## src/crc_pkg.sv

```systemverilog
`default_nettype none

package crc_pkg;

	// Register indices taken from HADDR[4:2]
	localparam logic [2:0] CRC_DR   = 3'd0;
	localparam logic [2:0] CRC_IDR  = 3'd1;
	localparam logic [2:0] CRC_CR   = 3'd2;
	localparam logic [2:0] CRC_INIT = 3'd4;
	localparam logic [2:0] CRC_POL  = 3'd5;

	// AHB transfer types
	localparam logic [1:0] HTRANS_IDLE   = 2'b00;
	localparam logic [1:0] HTRANS_BUSY   = 2'b01;
	localparam logic [1:0] HTRANS_NONSEQ = 2'b10;
	localparam logic [1:0] HTRANS_SEQ    = 2'b11;

	// Register reset values
	localparam logic [4:0]  RESET_CR   = 5'h00;
	localparam logic [31:0] RESET_INIT = 32'hFFFF_FFFF;
	localparam logic [31:0] RESET_POL  = 32'h04C1_1DB7;

	// Data buffer sizing
	localparam int BUF_DEPTH = 2;
	localparam int PTR_W     = $clog2(BUF_DEPTH);
	localparam int CNT_W     = $clog2(BUF_DEPTH + 1);

	// Field order matches CR bits 7:3
	typedef struct packed {
		logic       rev_out;
		logic [1:0] rev_in;
		logic [1:0] poly_size;
	} crc_cfg_t;

	// One DR write, data in the low bits
	typedef struct packed {
		logic [31:0] data;
		logic [1:0]  size;
	} data_entry_t;

endpackage

`default_nettype wire
```

## src/crc_ahb_top.sv

```systemverilog
`timescale 1ns/1ns
`default_nettype none

module crc_ahb_top
(
	input  wire         HCLK,
	input  wire         HRESETn,
	input  wire  [31:0] HADDR,
	input  wire  [31:0] HWDATA,
	input  wire  [2:0]  HSIZE,
	input  wire  [1:0]  HTRANS,
	input  wire         HWRITE,
	input  wire         HSELx,
	input  wire         HREADY,
	output logic [31:0] HRDATA,
	output logic        HREADYOUT,
	output logic        HRESP
);
	import crc_pkg::*;

	crc_cfg_t    cfg;
	data_entry_t push_entry;
	data_entry_t head;
	logic [31:0] wr_data;
	logic        push;
	logic        pop;
	logic        full;
	logic        empty;
	logic        busy;
	logic        init_we;
	logic        idr_we;
	logic        poly_we;
	logic        reset_chain;
	logic [31:0] crc_value;
	logic [31:0] init_value;
	logic [31:0] poly_value;
	logic [7:0]  idr_value;

	crc_host_interface u_host
	(
		.HCLK        (HCLK),
		.HRESETn     (HRESETn),
		.HADDR       (HADDR),
		.HWDATA      (HWDATA),
		.HSIZE       (HSIZE),
		.HTRANS      (HTRANS),
		.HWRITE      (HWRITE),
		.HSELx       (HSELx),
		.HREADY      (HREADY),
		.HRDATA      (HRDATA),
		.HREADYOUT   (HREADYOUT),
		.HRESP       (HRESP),
		.cfg         (cfg),
		.wr_data     (wr_data),
		.push        (push),
		.push_entry  (push_entry),
		.full        (full),
		.empty       (empty),
		.busy        (busy),
		.crc_value   (crc_value),
		.init_value  (init_value),
		.poly_value  (poly_value),
		.idr_value   (idr_value),
		.init_we     (init_we),
		.idr_we      (idr_we),
		.poly_we     (poly_we),
		.reset_chain (reset_chain)
	);

	// CR reset pulse also drops anything still queued
	crc_data_buffer u_buffer
	(
		.HCLK       (HCLK),
		.HRESETn    (HRESETn),
		.flush      (reset_chain),
		.push       (push),
		.push_entry (push_entry),
		.pop        (pop),
		.head       (head),
		.full       (full),
		.empty      (empty)
	);

	crc_engine u_engine
	(
		.HCLK        (HCLK),
		.HRESETn     (HRESETn),
		.cfg         (cfg),
		.wr_data     (wr_data),
		.init_we     (init_we),
		.idr_we      (idr_we),
		.poly_we     (poly_we),
		.reset_chain (reset_chain),
		.head        (head),
		.empty       (empty),
		.pop         (pop),
		.busy        (busy),
		.crc_value   (crc_value),
		.init_value  (init_value),
		.poly_value  (poly_value),
		.idr_value   (idr_value)
	);

endmodule

`default_nettype wire

```

## src/crc_data_buffer.sv

```systemverilog
`timescale 1ns/1ns
`default_nettype none

module crc_data_buffer
(
	input  wire                   HCLK,
	input  wire                   HRESETn,
	input  wire                   flush,
	input  wire                   push,
	input  crc_pkg::data_entry_t  push_entry,
	input  wire                   pop,
	output crc_pkg::data_entry_t  head,
	output logic                  full,
	output logic                  empty
);
	import crc_pkg::*;

	data_entry_t       mem [BUF_DEPTH];
	logic [PTR_W-1:0]  wr_ptr;
	logic [PTR_W-1:0]  rd_ptr;
	logic [CNT_W-1:0]  count;

	// Wrap at the last slot
	function automatic logic [PTR_W-1:0] next_ptr(input logic [PTR_W-1:0] p);
		if (p == PTR_W'(BUF_DEPTH - 1))
			return '0;
		return p + 1'b1;
	endfunction

	always_ff @(posedge HCLK)
	begin
		if (!HRESETn || flush)
		begin
			wr_ptr <= '0;
			rd_ptr <= '0;
			count  <= '0;
		end
		else
		begin
			if (push)
				wr_ptr <= next_ptr(wr_ptr);
			if (pop)
				rd_ptr <= next_ptr(rd_ptr);
			case ({push, pop})
				2'b10:   count <= count + 1'b1;
				2'b01:   count <= count - 1'b1;
				default: count <= count;
			endcase
		end
	end

	always_ff @(posedge HCLK)
	begin
		if (push)
			mem[wr_ptr] <= push_entry;
	end

	assign head  = mem[rd_ptr];
	assign full  = (count == CNT_W'(BUF_DEPTH));
	assign empty = (count == '0);

	a_no_pop_when_empty: assert property (@(posedge HCLK) disable iff (!HRESETn)
		pop |-> !empty)
		else $error("Pop from an empty buffer");

endmodule

`default_nettype wire

```

## src/crc_engine.sv

```systemverilog
`timescale 1ns/1ns
`default_nettype none

module crc_engine
(
	input  wire                   HCLK,
	input  wire                   HRESETn,
	input  crc_pkg::crc_cfg_t     cfg,
	input  wire  [31:0]           wr_data,
	input  wire                   init_we,
	input  wire                   idr_we,
	input  wire                   poly_we,
	input  wire                   reset_chain,
	input  crc_pkg::data_entry_t  head,
	input  wire                   empty,
	output logic                  pop,
	output logic                  busy,
	output logic [31:0]           crc_value,
	output logic [31:0]           init_value,
	output logic [31:0]           poly_value,
	output logic [7:0]            idr_value
);
	import crc_pkg::*;

	logic [31:0] init_reg;
	logic [31:0] poly_reg;
	logic [7:0]  idr_reg;
	logic [31:0] crc_reg;
	logic [31:0] shift_reg;
	logic [2:0]  byte_cnt;
	logic [4:0]  top;
	logic [31:0] mask;
	logic [31:0] crc_masked;
	logic [1:0]  unit_lvl;
	logic [1:0]  rev_lvl;
	logic [31:0] rev_data;
	logic [31:0] load_shift;
	logic [2:0]  load_cnt;

	// Bit i takes bit i^flip, so flip 7/15/31 reverses bytes/halfwords/word
	function automatic logic [31:0] reflect(input logic [31:0] d, input logic [4:0] flip);
		logic [31:0] r;
		for (int i = 0; i < 32; i++)
			r[i] = d[5'(i) ^ flip];
		return r;
	endfunction

	// Reverse only bits top..0
	function automatic logic [31:0] rev_width(input logic [31:0] d, input logic [4:0] msb);
		logic [31:0] r;
		r = '0;
		for (int i = 0; i < 32; i++)
			if (5'(i) <= msb)
				r[i] = d[msb - 5'(i)];
		return r;
	endfunction

	// Eight MSB-first steps of the LFSR
	function automatic logic [31:0] crc_byte(input logic [31:0] crc, input logic [7:0] din,
		input logic [31:0] poly, input logic [31:0] m, input logic [4:0] msb);
		logic [31:0] c;
		logic        fb;
		c = crc;
		for (int i = 7; i >= 0; i--)
		begin
			fb = c[msb] ^ din[i];
			c  = (c << 1) & m;
			if (fb)
				c = c ^ (poly & m);
		end
		return c;
	endfunction

	always_comb
	begin
		case (cfg.poly_size)
			2'd0: top = 5'd31;
			2'd1: top = 5'd15;
			2'd2: top = 5'd7;
			default: top = 5'd6;
		endcase
		mask = 32'hFFFF_FFFF >> (5'd31 - top);
	end

	// Granularity levels 1..3 are byte, halfword, word; clip to the unit
	always_comb
	begin
		unit_lvl = (head.size == 2'd0) ? 2'd1 : (head.size == 2'd1) ? 2'd2 : 2'd3;
		rev_lvl  = (cfg.rev_in > unit_lvl) ? unit_lvl : cfg.rev_in;
		case (rev_lvl)
			2'd1: rev_data = reflect(head.data, 5'd7);
			2'd2: rev_data = reflect(head.data, 5'd15);
			2'd3: rev_data = reflect(head.data, 5'd31);
			default: rev_data = head.data;
		endcase
		case (unit_lvl)
			2'd1:
			begin
				load_shift = {rev_data[7:0], 24'h0};
				load_cnt   = 3'd1;
			end
			2'd2:
			begin
				load_shift = {rev_data[15:0], 16'h0};
				load_cnt   = 3'd2;
			end
			default:
			begin
				load_shift = rev_data;
				load_cnt   = 3'd4;
			end
		endcase
	end

	assign busy = (byte_cnt != 3'd0);
	// A reset pulse flushes the buffer in the same cycle
	assign pop  = !empty && !busy && !reset_chain;

	always_ff @(posedge HCLK)
	begin
		if (!HRESETn)
		begin
			init_reg <= RESET_INIT;
			poly_reg <= RESET_POL;
			idr_reg  <= 8'h00;
		end
		else
		begin
			if (init_we)
				init_reg <= wr_data;
			if (poly_we)
				poly_reg <= wr_data;
			if (idr_we)
				idr_reg <= wr_data[7:0];
		end
	end

	always_ff @(posedge HCLK)
	begin
		if (!HRESETn)
		begin
			crc_reg  <= RESET_INIT;
			byte_cnt <= 3'd0;
		end
		else if (reset_chain)
		begin
			crc_reg  <= init_reg;
			byte_cnt <= 3'd0;
		end
		else if (init_we)
			crc_reg <= wr_data;
		else if (pop)
			byte_cnt <= load_cnt;
		else if (busy)
		begin
			crc_reg  <= crc_byte(crc_reg, shift_reg[31:24], poly_reg, mask, top);
			byte_cnt <= byte_cnt - 3'd1;
		end
	end

	always_ff @(posedge HCLK)
	begin
		if (pop)
			shift_reg <= load_shift;
		else if (busy)
			shift_reg <= shift_reg << 8;
	end

	assign crc_masked = crc_reg & mask;
	assign crc_value  = cfg.rev_out ? rev_width(crc_masked, top) : crc_masked;
	assign init_value = init_reg;
	assign poly_value = poly_reg;
	assign idr_value  = idr_reg;

endmodule

`default_nettype wire

```

## src/crc_host_interface.sv

```systemverilog
`timescale 1ns/1ns
`default_nettype none

module crc_host_interface
(
	input  wire                   HCLK,
	input  wire                   HRESETn,
	input  wire  [31:0]           HADDR,
	input  wire  [31:0]           HWDATA,
	input  wire  [2:0]            HSIZE,
	input  wire  [1:0]            HTRANS,
	input  wire                   HWRITE,
	input  wire                   HSELx,
	input  wire                   HREADY,
	output logic [31:0]           HRDATA,
	output logic                  HREADYOUT,
	output logic                  HRESP,
	output crc_pkg::crc_cfg_t     cfg,
	output logic [31:0]           wr_data,
	output logic                  push,
	output crc_pkg::data_entry_t  push_entry,
	input  wire                   full,
	input  wire                   empty,
	input  wire                   busy,
	input  wire  [31:0]           crc_value,
	input  wire  [31:0]           init_value,
	input  wire  [31:0]           poly_value,
	input  wire  [7:0]            idr_value,
	output logic                  init_we,
	output logic                  idr_we,
	output logic                  poly_we,
	output logic                  reset_chain
);
	import crc_pkg::*;

	// Address phase pipeline
	logic [2:0] haddr_pp;
	logic [1:0] hsize_pp;
	logic [1:0] htrans_pp;
	logic       hwrite_pp;
	logic       hsel_pp;

	crc_cfg_t   cfg_q;
	logic       sample_bus;
	logic       write_en;
	logic       read_en;
	logic       dr_wr;
	logic       dr_rd;
	logic       init_wr;
	logic       cr_wr;
	logic       engine_idle;

	assign sample_bus = HREADY && HREADYOUT;

	always_ff @(posedge HCLK)
	begin
		if (!HRESETn)
		begin
			hsel_pp   <= 1'b0;
			htrans_pp <= HTRANS_IDLE;
			hwrite_pp <= 1'b0;
		end
		else if (sample_bus)
		begin
			hsel_pp   <= HSELx;
			htrans_pp <= HTRANS;
			hwrite_pp <= HWRITE;
		end
	end

	always_ff @(posedge HCLK)
	begin
		if (sample_bus)
		begin
			haddr_pp <= HADDR[4:2];
			hsize_pp <= HSIZE[1:0];
		end
	end

	// Only NONSEQ starts an access
	assign write_en = hsel_pp && hwrite_pp && (htrans_pp == HTRANS_NONSEQ);
	assign read_en  = hsel_pp && !hwrite_pp && (htrans_pp == HTRANS_NONSEQ);

	assign dr_wr   = write_en && (haddr_pp == CRC_DR);
	assign dr_rd   = read_en && (haddr_pp == CRC_DR);
	assign init_wr = write_en && (haddr_pp == CRC_INIT);
	assign cr_wr   = write_en && (haddr_pp == CRC_CR);

	// Nothing queued and nothing in flight
	assign engine_idle = empty && !busy;

	assign HREADYOUT = !((dr_wr && full) || (dr_rd && !engine_idle) || (init_wr && !engine_idle));
	assign HRESP     = 1'b0;

	// Strobes fire on the last cycle of the data phase
	assign push        = dr_wr && HREADYOUT;
	assign init_we     = init_wr && HREADYOUT;
	assign idr_we      = write_en && (haddr_pp == CRC_IDR) && HREADYOUT;
	assign poly_we     = write_en && (haddr_pp == CRC_POL) && HREADYOUT;
	assign reset_chain = cr_wr && HWDATA[0] && HREADYOUT;

	assign wr_data         = HWDATA;
	assign push_entry.data = HWDATA;
	assign push_entry.size = hsize_pp;

	always_ff @(posedge HCLK)
	begin
		if (!HRESETn)
			cfg_q <= crc_cfg_t'(RESET_CR);
		else if (cr_wr && HREADYOUT)
			cfg_q <= crc_cfg_t'(HWDATA[7:3]);
	end

	assign cfg = cfg_q;

	always_comb
	begin
		case (haddr_pp)
			CRC_DR:   HRDATA = crc_value;
			CRC_IDR:  HRDATA = {24'h0, idr_value};
			CRC_CR:   HRDATA = {24'h0, cfg_q, 3'b000};
			CRC_INIT: HRDATA = init_value;
			CRC_POL:  HRDATA = poly_value;
			default:  HRDATA = '0;
		endcase
	end

	a_no_push_when_full: assert property (@(posedge HCLK) disable iff (!HRESETn)
		push |-> !full)
		else $error("DR entry pushed into a full buffer");

endmodule

`default_nettype wire

```

## config.mk

```make
export PLATFORM = sky130hd
export DESIGN_NAME = crc_ahb_top
export DESIGN_NICKNAME = d
export VERILOG_FILES = /design/src/crc_pkg.sv /design/src/crc_ahb_top.sv /design/src/crc_data_buffer.sv /design/src/crc_engine.sv /design/src/crc_host_interface.sv
export SDC_FILE = /design/constraint.sdc
export NUM_CORES = 1
export LEC_CHECK = 0
export BUFFER_PORTS_ARGS = -buffer_cell sky130_fd_sc_hd__buf_4
export CAP_MARGIN = 20
export CORE_ASPECT_RATIO = 1.4
export CORE_UTILIZATION = 50
export DETAILED_ROUTE_END_ITERATION = 7
export GPL_TIMING_DRIVEN = 0
export PLACE_DENSITY_LB_ADDON = 0.05
export RECOVER_POWER = 100
export SLEW_MARGIN = 5
export SYNTH_ARGS = -nofsm -noshare
export SYNTH_HDL_FRONTEND = slang
export SYNTH_HIERARCHICAL = 1
export SYNTH_SLANG_ARGS = --single-unit
export TNS_END_PERCENT = 10
```

## constraint.sdc

```tcl
create_clock -name HCLK -period 12.2 [get_ports HCLK]
set_input_delay 3.66 -clock HCLK [delete_from_list [all_inputs] [get_ports HCLK]]
set_output_delay 3.66 -clock HCLK [all_outputs]
set_load 0.005 [all_outputs]
```

# Yosys cells after proc, flatten, opt, wreduce, memory -nomap -nowiden
# Memory sizes are Yosys's and may differ from the RTL's. A register that Yosys moved wholly into a read port is not among the register bits.
# Cells that the tools add are included.
word_totals:
  in_bits: 74
  word_cells: 398
  ff_bits: 157
  out_inout_bits: 34
  ram_bits: 68
  mem_count: 1
classes:
  eq_ne: 17
  mux: 187
  shift: 1
  n_lt_le_gt_ge: 65
  n_addsub: 37
  reduce_logical: 45
  n_bitwise: 28
mem_list:
  columns: ["name", "depth", "width", "rd", "rd_ports_with_merged_regs", "wr", "line", "text"]
  rows:
  - ["u_buffer.mem", 2, 34, 1, 1, 1, "crc_data_buffer.sv:18", "data_entry_t mem [BUF_DEPTH];"]
op_table:
  columns: ["op", "count"]
  rows:
  - ["$mux 32", 50]
  - ["$and 32x32->32", 10]
  - ["$xor 32x32->32", 8]
  - ["$bmux 1 s5", 40]
  - ["$lt 5x6->1 const B", 32]
  - ["$pmux 32 s5", 1]
  - ["$pmux 32 s3", 1]
  - ["$mux 1", 87]
  - ["$le 5x5->1 const A", 16]
  - ["$sub 5x5->5 const B", 16]
  - ["$pmux 32 s2", 1]
  - ["$le 4x5->1 const A", 8]
  - ["$sub 5x4->5 const B", 8]
  - ["$shr 32x5->32 const A", 1]
  - ["$logic_and 1x1->1", 24]
  - ["$le 3x5->1 const A", 4]
  - ["$sub 5x3->5 const B", 4]
  - ["$pmux 5 s3", 1]
  - ["$eq 2x2->1 const B", 7]
  - ["$eq 2x1->1 const B", 5]
  - ["$le 1x5->1 const A", 2]
  - ["$le 2x5->1 const A", 2]
  - ["$sub 5x2->5 const B", 2]
  - ["$xor 1x1->1", 8]
  - ["other kinds (24)", 42]

# Longest topological paths before layout
depth:
  word_depth: 77
  ltp_mapped: 39

# By module
# The synthesis kept the hierarchy.
modules_own_cells:
  columns: ["mod", "n_inst", "cells_each", "seq_area_each_um2", "area_per_inst_um2"]
  rows:
  - ["crc_engine", 1, 1917, 3103.0, 14560.2]
  - ["crc_data_buffer", 1, 129, 2142.1, 2656.3]
  - ["crc_host_interface", 1, 239, 330.3, 2048.2]

# Worst setup path before layout
# No wires, ideal clock.
synth_path:
  path_kind: "register to register"
  startpoint: "register u_host.cfg_q (netlist bit u_host/cfg[1])"
  endpoint: "register u_engine.crc_reg[4]"
  required_time_ns: 12.078
  t_arrival_ns: 9.165
  path_slack_ns: 2.913
  stages_incl_launch_ff: 36
  synth_period_minus_slack_ns: 9.287
  setup_ns: 0.122
  cell_sequence: "dfxtp_1 > inv_1 > ha_1 > buf_2 > or3_1 > a41oi_4 > mux2_2 > mux2_4 > and3_1 > nor2b_1 > o31a_1 > o311a_1 > or3_1 > buf_2 > mux2_4 > or4_4 > a211o_1 > o211a_1 > buf_4 > mux2i_4 > a221o_1 > or3_1 > a211oi_2 > nor4bb_1 > or4_1 > a31oi_1 > o21ai_1 > or2_0 > nor2b_1 > a2111o_1 > a311oi_4 > a21o_1 > and2_1 > buf_2 > mux2i_1 > a311o_1"
synth_via:
  elab_chain_cells: 74
  word_cells_on_any_way: 94
  cone_classes: "1 x add/sub; 2 x eq/ne; 1 x shift; 64 x mux; 25 x bitwise; 1 x reduce/logical"
synth_lines:
  columns: ["item", "line", "text"]
  rows:
  - ["start: declaration", "crc_host_interface.sv:43", "crc_cfg_t cfg_q;"]
  - ["start signal: assignment", "crc_host_interface.sv:109", "cfg_q <= crc_cfg_t'(RESET_CR);"]
  - ["start signal: assignment", "crc_host_interface.sv:111", "cfg_q <= crc_cfg_t'(HWDATA[7:3]);"]
  - ["$eq 2x2->1, or another cell as far along", "crc_engine.sv:76", "case (cfg.poly_size)"]
  - ["$pmux 5 s3 *", "crc_engine.sv:76", null]
  - ["$sub 5x5->5", "crc_engine.sv:82", "mask = 32'hFFFF_FFFF >> (5'd31 - top);"]
  - ["$shr 32x5->32", "crc_engine.sv:82", null]
  - ["$and 32x32->32 (on tied branches)", "crc_engine.sv:67, crc_engine.sv:69", null]
  - ["$xor 32x32->32", "crc_engine.sv:69", "c = c ^ (poly & m);"]
  - ["$mux 32", "crc_engine.sv:68", "if (fb)"]
  - ["$mux 32", "crc_engine.sv:154", "else if (busy)"]
  - ["[58 not listed]", null, null]
  - ["$bmux 1 s5", "crc_engine.sv:66", "fb = c[msb] ^ din[i];"]
  - ["$mux 1 (implied by the code)", "crc_engine.sv:66", null]
  - ["$xor 1x1->1", "crc_engine.sv:66", null]
  - ["$mux 32 *", "crc_engine.sv:68", null]
  - ["$mux 32 *", "crc_engine.sv:154", null]
  - ["$mux 32 *", "crc_engine.sv:152", "else if (pop)"]
  - ["$mux 32 *", "crc_engine.sv:150", "else if (init_we)"]
  - ["$mux 32 *", "crc_engine.sv:145", "else if (reset_chain)"]
  - ["end signal: assignment", "crc_engine.sv:147", "crc_reg <= init_reg;"]
  - ["end signal: assignment", "crc_engine.sv:151", "crc_reg <= wr_data;"]
  - ["end signal: assignment", "crc_engine.sv:156", "crc_reg <= crc_byte(crc_reg, shift_reg[31:24], poly_reg, mask, top);"]
  - ["end: declaration", "crc_engine.sv:28", "logic [31:0] crc_reg;"]
# Mark *: on every way between the ends. The rest lies on a longest branch, timed or not. The select of a mux whose other input is x is not followed.
# A chain may end at the register's enable or synchronous reset.

# Worst setup path in the final report
layout_path:
  startpoint: "register u_engine.poly_reg[22], in the netlist u_engine/poly_value[22]"
  endpoint: "register u_engine.crc_reg[31]"
layout_via:
  elab_chain_cells: 70
  word_cells_on_any_way: 84
  cone_classes: "61 x mux; 23 x bitwise"
layout_lines:
  columns: ["item", "line", "text"]
  rows:
  - ["start: declaration", "crc_engine.sv:26", "logic [31:0] poly_reg;"]
  - ["start signal: assignment", "crc_engine.sv:132", "poly_reg <= wr_data;"]
  - ["$and 32x32->32 *", "crc_engine.sv:69", null]
  - ["$xor 32x32->32", "crc_engine.sv:69", null]
  - ["$mux 32", "crc_engine.sv:68", null]
  - ["$mux 32", "crc_engine.sv:154", null]
  - ["$mux 32", "crc_engine.sv:152", null]
  - ["$mux 32", "crc_engine.sv:150", null]
  - ["$mux 32", "crc_engine.sv:145", null]
  - ["$mux 32", "crc_engine.sv:140", "if (!HRESETn)"]
  - ["[54 not listed]", null, null]
  - ["$bmux 1 s5", "crc_engine.sv:66", null]
  - ["$mux 1 (implied by the code)", "crc_engine.sv:66", null]
  - ["$xor 1x1->1", "crc_engine.sv:66", null]
  - ["$mux 32 *", "crc_engine.sv:68", null]
  - ["$mux 32 *", "crc_engine.sv:154", null]
  - ["$mux 32 *", "crc_engine.sv:152", null]
  - ["$mux 32 *", "crc_engine.sv:150", null]
  - ["$mux 32 *", "crc_engine.sv:145", null]
# Marks and branches as above.

==> impl_summary.md <==
Worst setup path
The buffers plus inverters on the worst setup path is 4. STA classifies the critical path endpoint as a flop. The slowest cell on the critical path is sky130_fd_sc_hd__o311ai_1. In this run the critical register-to-register path is launched from u_engine/poly_value[22]$_SDFFE_PN1P_.

The data arrival time of the worst path is 11,980 ps. The required time of the critical path is 12,580 ps. The kind of launch point of the worst setup path is a flop. The dominant cell type by count on the critical path is sky130_fd_sc_hd__buf_4. The class of the most critical setup path is reg2reg. The endpoint identified for the worst register-to-register timing path is u_engine/crc_reg[31]$_SDFFE_PN1P_. The worst register-to-register path has a depth of 33. Across all register-to-register paths, the minimum setup slack is 600 ps. The largest single stage delay on the critical path is 830 ps.

The kind of cell with the highest combined delay along the critical path is compound AO/OA/AOI/OAI gates. The maximum fanout along the worst path is 10.

Logic synthesis
In this run, synthesis produced a sequential element count of 226. By area the synthesized netlist is led by sky130_fd_sc_hd__edfxtp_1 (16%), sky130_fd_sc_hd__dfxtp_1 (13%), sky130_fd_sc_hd__xnor2_1 (7.9%), sky130_fd_sc_hd__nand2_1 (6.8%), sky130_fd_sc_hd__mux2i_1 (5.9%). The number of synthesized flops with an enable pin is 105. The number of nets in the synthesized netlist is 2,373.

The async set-reset flop share out of synthesis is 0. sky130_fd_sc_hd__edfxtp_1 takes more of the synthesized area than any other cell. The per-instance average area after synthesis is 8.431 um2.

The share of the Yosys chip area taken by registers is 0.2894. Yosys printed 6 warnings. By instance count, the leading cell after synthesis is sky130_fd_sc_hd__nand2_1. The netlist area before placement is 19,260 um2. For this run, the leading register cell type out of synthesis is sky130_fd_sc_hd__dfxtp_1. In the synthesized netlist, the cells that appear most often are sky130_fd_sc_hd__nand2_1 (350), sky130_fd_sc_hd__xnor2_1 (174), sky130_fd_sc_hd__nor2_1 (173). The synthesized netlist cell count is 2,285.

The share of Yosys cell area claimed by the top area cell type is 0.1637. The number of distinct library cells after synthesis is 94.

Clock network
The latest clock arrival within the worst-skew pair is 550 ps. In this run the clock root is driven by a sky130_fd_sc_hd__clkbuf_16. The number of post-CTS setup repair buffers is 0. TritonCTS created 22 clock buffers. The total number of clock tree sinks is 226. The clock tree from TritonCTS is built.

The H-tree depth is 1. The clock transition time at the flip-flop clock pins of the worst setup and hold paths is 70 ps. Counting along the longest clock path gives a buffer depth of 3.

Global routing
Entering global routing, the biggest net connects 26 pins. The first global-routing pass estimated 123.8 mm of wire. The via count of the first global-routing pass is 17,890. Global routing finished with a remaining overflow of 0. The initial antenna violation count is 2. The aggregate global-route resource usage is 0.4408.

Final layout
Counting the fill cells in the layout gives 3,636. The share of final-layout standard cells stronger than drive strength 1 is 0.1307. The number of flip-flops under the largest register name is 68. The number of nets in the layout is 2,452.

Measured on the finished design, the core utilization comes to 0.5551. 0 antenna diodes ended up in the layout. More flip-flops sit in one register than any other, and that register is u_buffer/mem. The area added between synthesis and finish is 8.716%.

STA
For the final routed database, the setup TNS stands at 0 ps. Setup repair after global routing left no endpoint under its margin. The smallest clock period supported by the final layout is computed as 11,600 ps. The worst slew slack as a fraction of its limit is -0.08077. Clock skew on the completed layout was measured at 20.86 ps.

The final count of pins violating max slew is 33. The number of hold violations in the final report came to 0. Setup violations remaining at the end of the flow were counted as 0. For the pin with the worst max-slew slack, the measured transition is 1621 ps. The portion of the clock cycle consumed by the worst path in the final layout is 0.9509. Setup slack closes at 598.9 ps. The top achievable clock speed is 0.08620 GHz.

Floorplanning
The placeable core region is 37,730 um2. 108 I/O pins were placed. The die is 167.9 um wide. The die is 234.3 um tall. For this configuration, the core starts out at a cell density of 0.5106. The die covers 39,330 um2.

The count of standard-cell rows is 84.

Placed design
The sum of net half-perimeters after detailed placement is 68.38 mm. The number of buffer cells added on primary ports is 50. At the end of routability-driven placement, the weighted congestion stood at 1.053. At the placement stage, the worst setup path has a slack of 321.2 ps.

Drt
The number of DRC markers in iteration 0 is 2,060. The detail-routed via count per cell is 6.611. The routed length per placed instance is 30.66 um. After detailed routing, the number of remaining DRC violations is 0. For this block, the routed nets add up to 87.48 mm of wire. The count of nets left with antenna violations once routing finished came out at 0. Summing over every cut layer, the via total after detailed routing is 18,860. The number of iterations in the first detailed-routing pass is 7.

Power and ir drop
The total power consumption of the routed design is 5929 uW. The cell leakage power is 0.007512 uW. The largest voltage drop on the vdd net is 0.2708 mV. Power spread over the standard cell area amounts to 283.1 nW/um2.

Worst hold path
The worst min-delay path category is reg2reg. The worst hold path begins at u_host/hsize_pp[0]$_DFFE_PP_. The worst hold path passes through 0 cells. The terminating pin of the worst hold path is u_buffer/mem[0][0]$_DFFE_PP_.

Job
The count of max-cap constraint violations is 5.

Status
The checks that failed: max-capacitance violations, max-slew violations. The run finished, with violations left.
-- final cells by class --
| type | instances | area (um2) | area share |
|---|---|---|---|
| multi-input cells | 1754 | 12250 | 0.5847 |
| clock buffers | 24 | 578.1 | 0.02760 |
| flip-flops and latches | 226 | 5575 | 0.2662 |
| repair buffers | 55 | 349.1 | 0.01667 |
| well taps | 473 | 591.8 | 0.02826 |
| clock inverters | 16 | 172.7 | 0.008244 |
| inverters | 45 | 168.9 | 0.008065 |
| plain buffers | 260 | 1261 | 0.06022 |
-- repair_timing --
action,CTS,global route
setup endpoints to repair,0,32
hold buffers,0,0
gates resized for setup,0,3
-- power breakdown --
group	internal [uW]	switching, uW
registers	942	195
clock network	392	323
logic	1570	2510
-- kinds of logic after synthesis --
group	count (synthesis)	share of synthesized area
AND/OR/NAND/NOR	844	0.2039
AO/OA/AOI/OAI	439	0.1626
buffers and inverters	305	0.07553
multiplexers	232	0.1567
flip-flops	226	0.2894
XOR/XNOR	224	0.1026
adder cells (fa/ha/maj)	14	0.009093
other	1	0.0001947
-- layer usage --
metal / vias to the layer above / track usage / routed length (um)
met2: 1124 / 0.7336 / 39730
met5: - / 0 / 23
li1: 8310 / - / -
met4: 4 / 0.4644 / 11060
met3: 434 / 0.08810 / 7542
met1: 8988 / 0.4528 / 29130
-- worst max path at each step --
stage | startpoint | depth (start not counted) | slack [ps] | endpoint
after floorplan | u_host/cfg[1]$_SDFFE_PN0P_ | 35 | 2910 | u_engine/crc_reg[4]$_SDFFE_PN1P_
after global placement | u_host/cfg[1]$_SDFFE_PN0P_ | 37 | 600 | u_engine/crc_reg[31]$_SDFFE_PN1P_
after detailed placement | u_host/cfg[1]$_SDFFE_PN0P_ | 36 | 320 | u_engine/crc_reg[31]$_SDFFE_PN1P_
after CTS | u_host/cfg[1]$_SDFFE_PN0P_ | 36 | 300 | u_engine/crc_reg[31]$_SDFFE_PN1P_
after global routing | u_engine/poly_value[22]$_SDFFE_PN1P_ | 33 | 120 | u_engine/crc_reg[31]$_SDFFE_PN1P_
final | u_engine/poly_value[22]$_SDFFE_PN1P_ | 33 | 600 | u_engine/crc_reg[31]$_SDFFE_PN1P_
-- layout by cell type (no fill, tap or decap), types with 57 or more instances in the layout --
| master | n |
|---|---|
| sky130_fd_sc_hd__dfxtp_1 | 121 |
| sky130_fd_sc_hd__clkbuf_1 | 178 |
| sky130_fd_sc_hd__nand2_1 | 350 |
| sky130_fd_sc_hd__mux2i_1 | 113 |
| sky130_fd_sc_hd__nor2_1 | 172 |
| sky130_fd_sc_hd__edfxtp_1 | 105 |
| sky130_fd_sc_hd__o21ai_0 | 91 |
| sky130_fd_sc_hd__nand3_1 | 86 |
| sky130_fd_sc_hd__buf_4 | 57 |
| sky130_fd_sc_hd__xnor2_1 | 172 |
| sky130_fd_sc_hd__a21oi_1 | 65 |
| sky130_fd_sc_hd__mux2_2 | 68 |
-- through the flow --
stage | area (um2) | std cells | hold slack [ps]
6_report | 20940 | 2853 | 450.2
5_1_grt | 20940 | 2853 | 471.5
4_1_cts | 21070 | 2851 | 454.8
3_5_place_dp | 20320 | 2811 | 435.7
3_3_place_gp | 20230 | 2808 | 429.8
2_1_floorplan | 19260 | 2285 | 421.5
No activity file was read; power rests on OpenSTA's default activity.
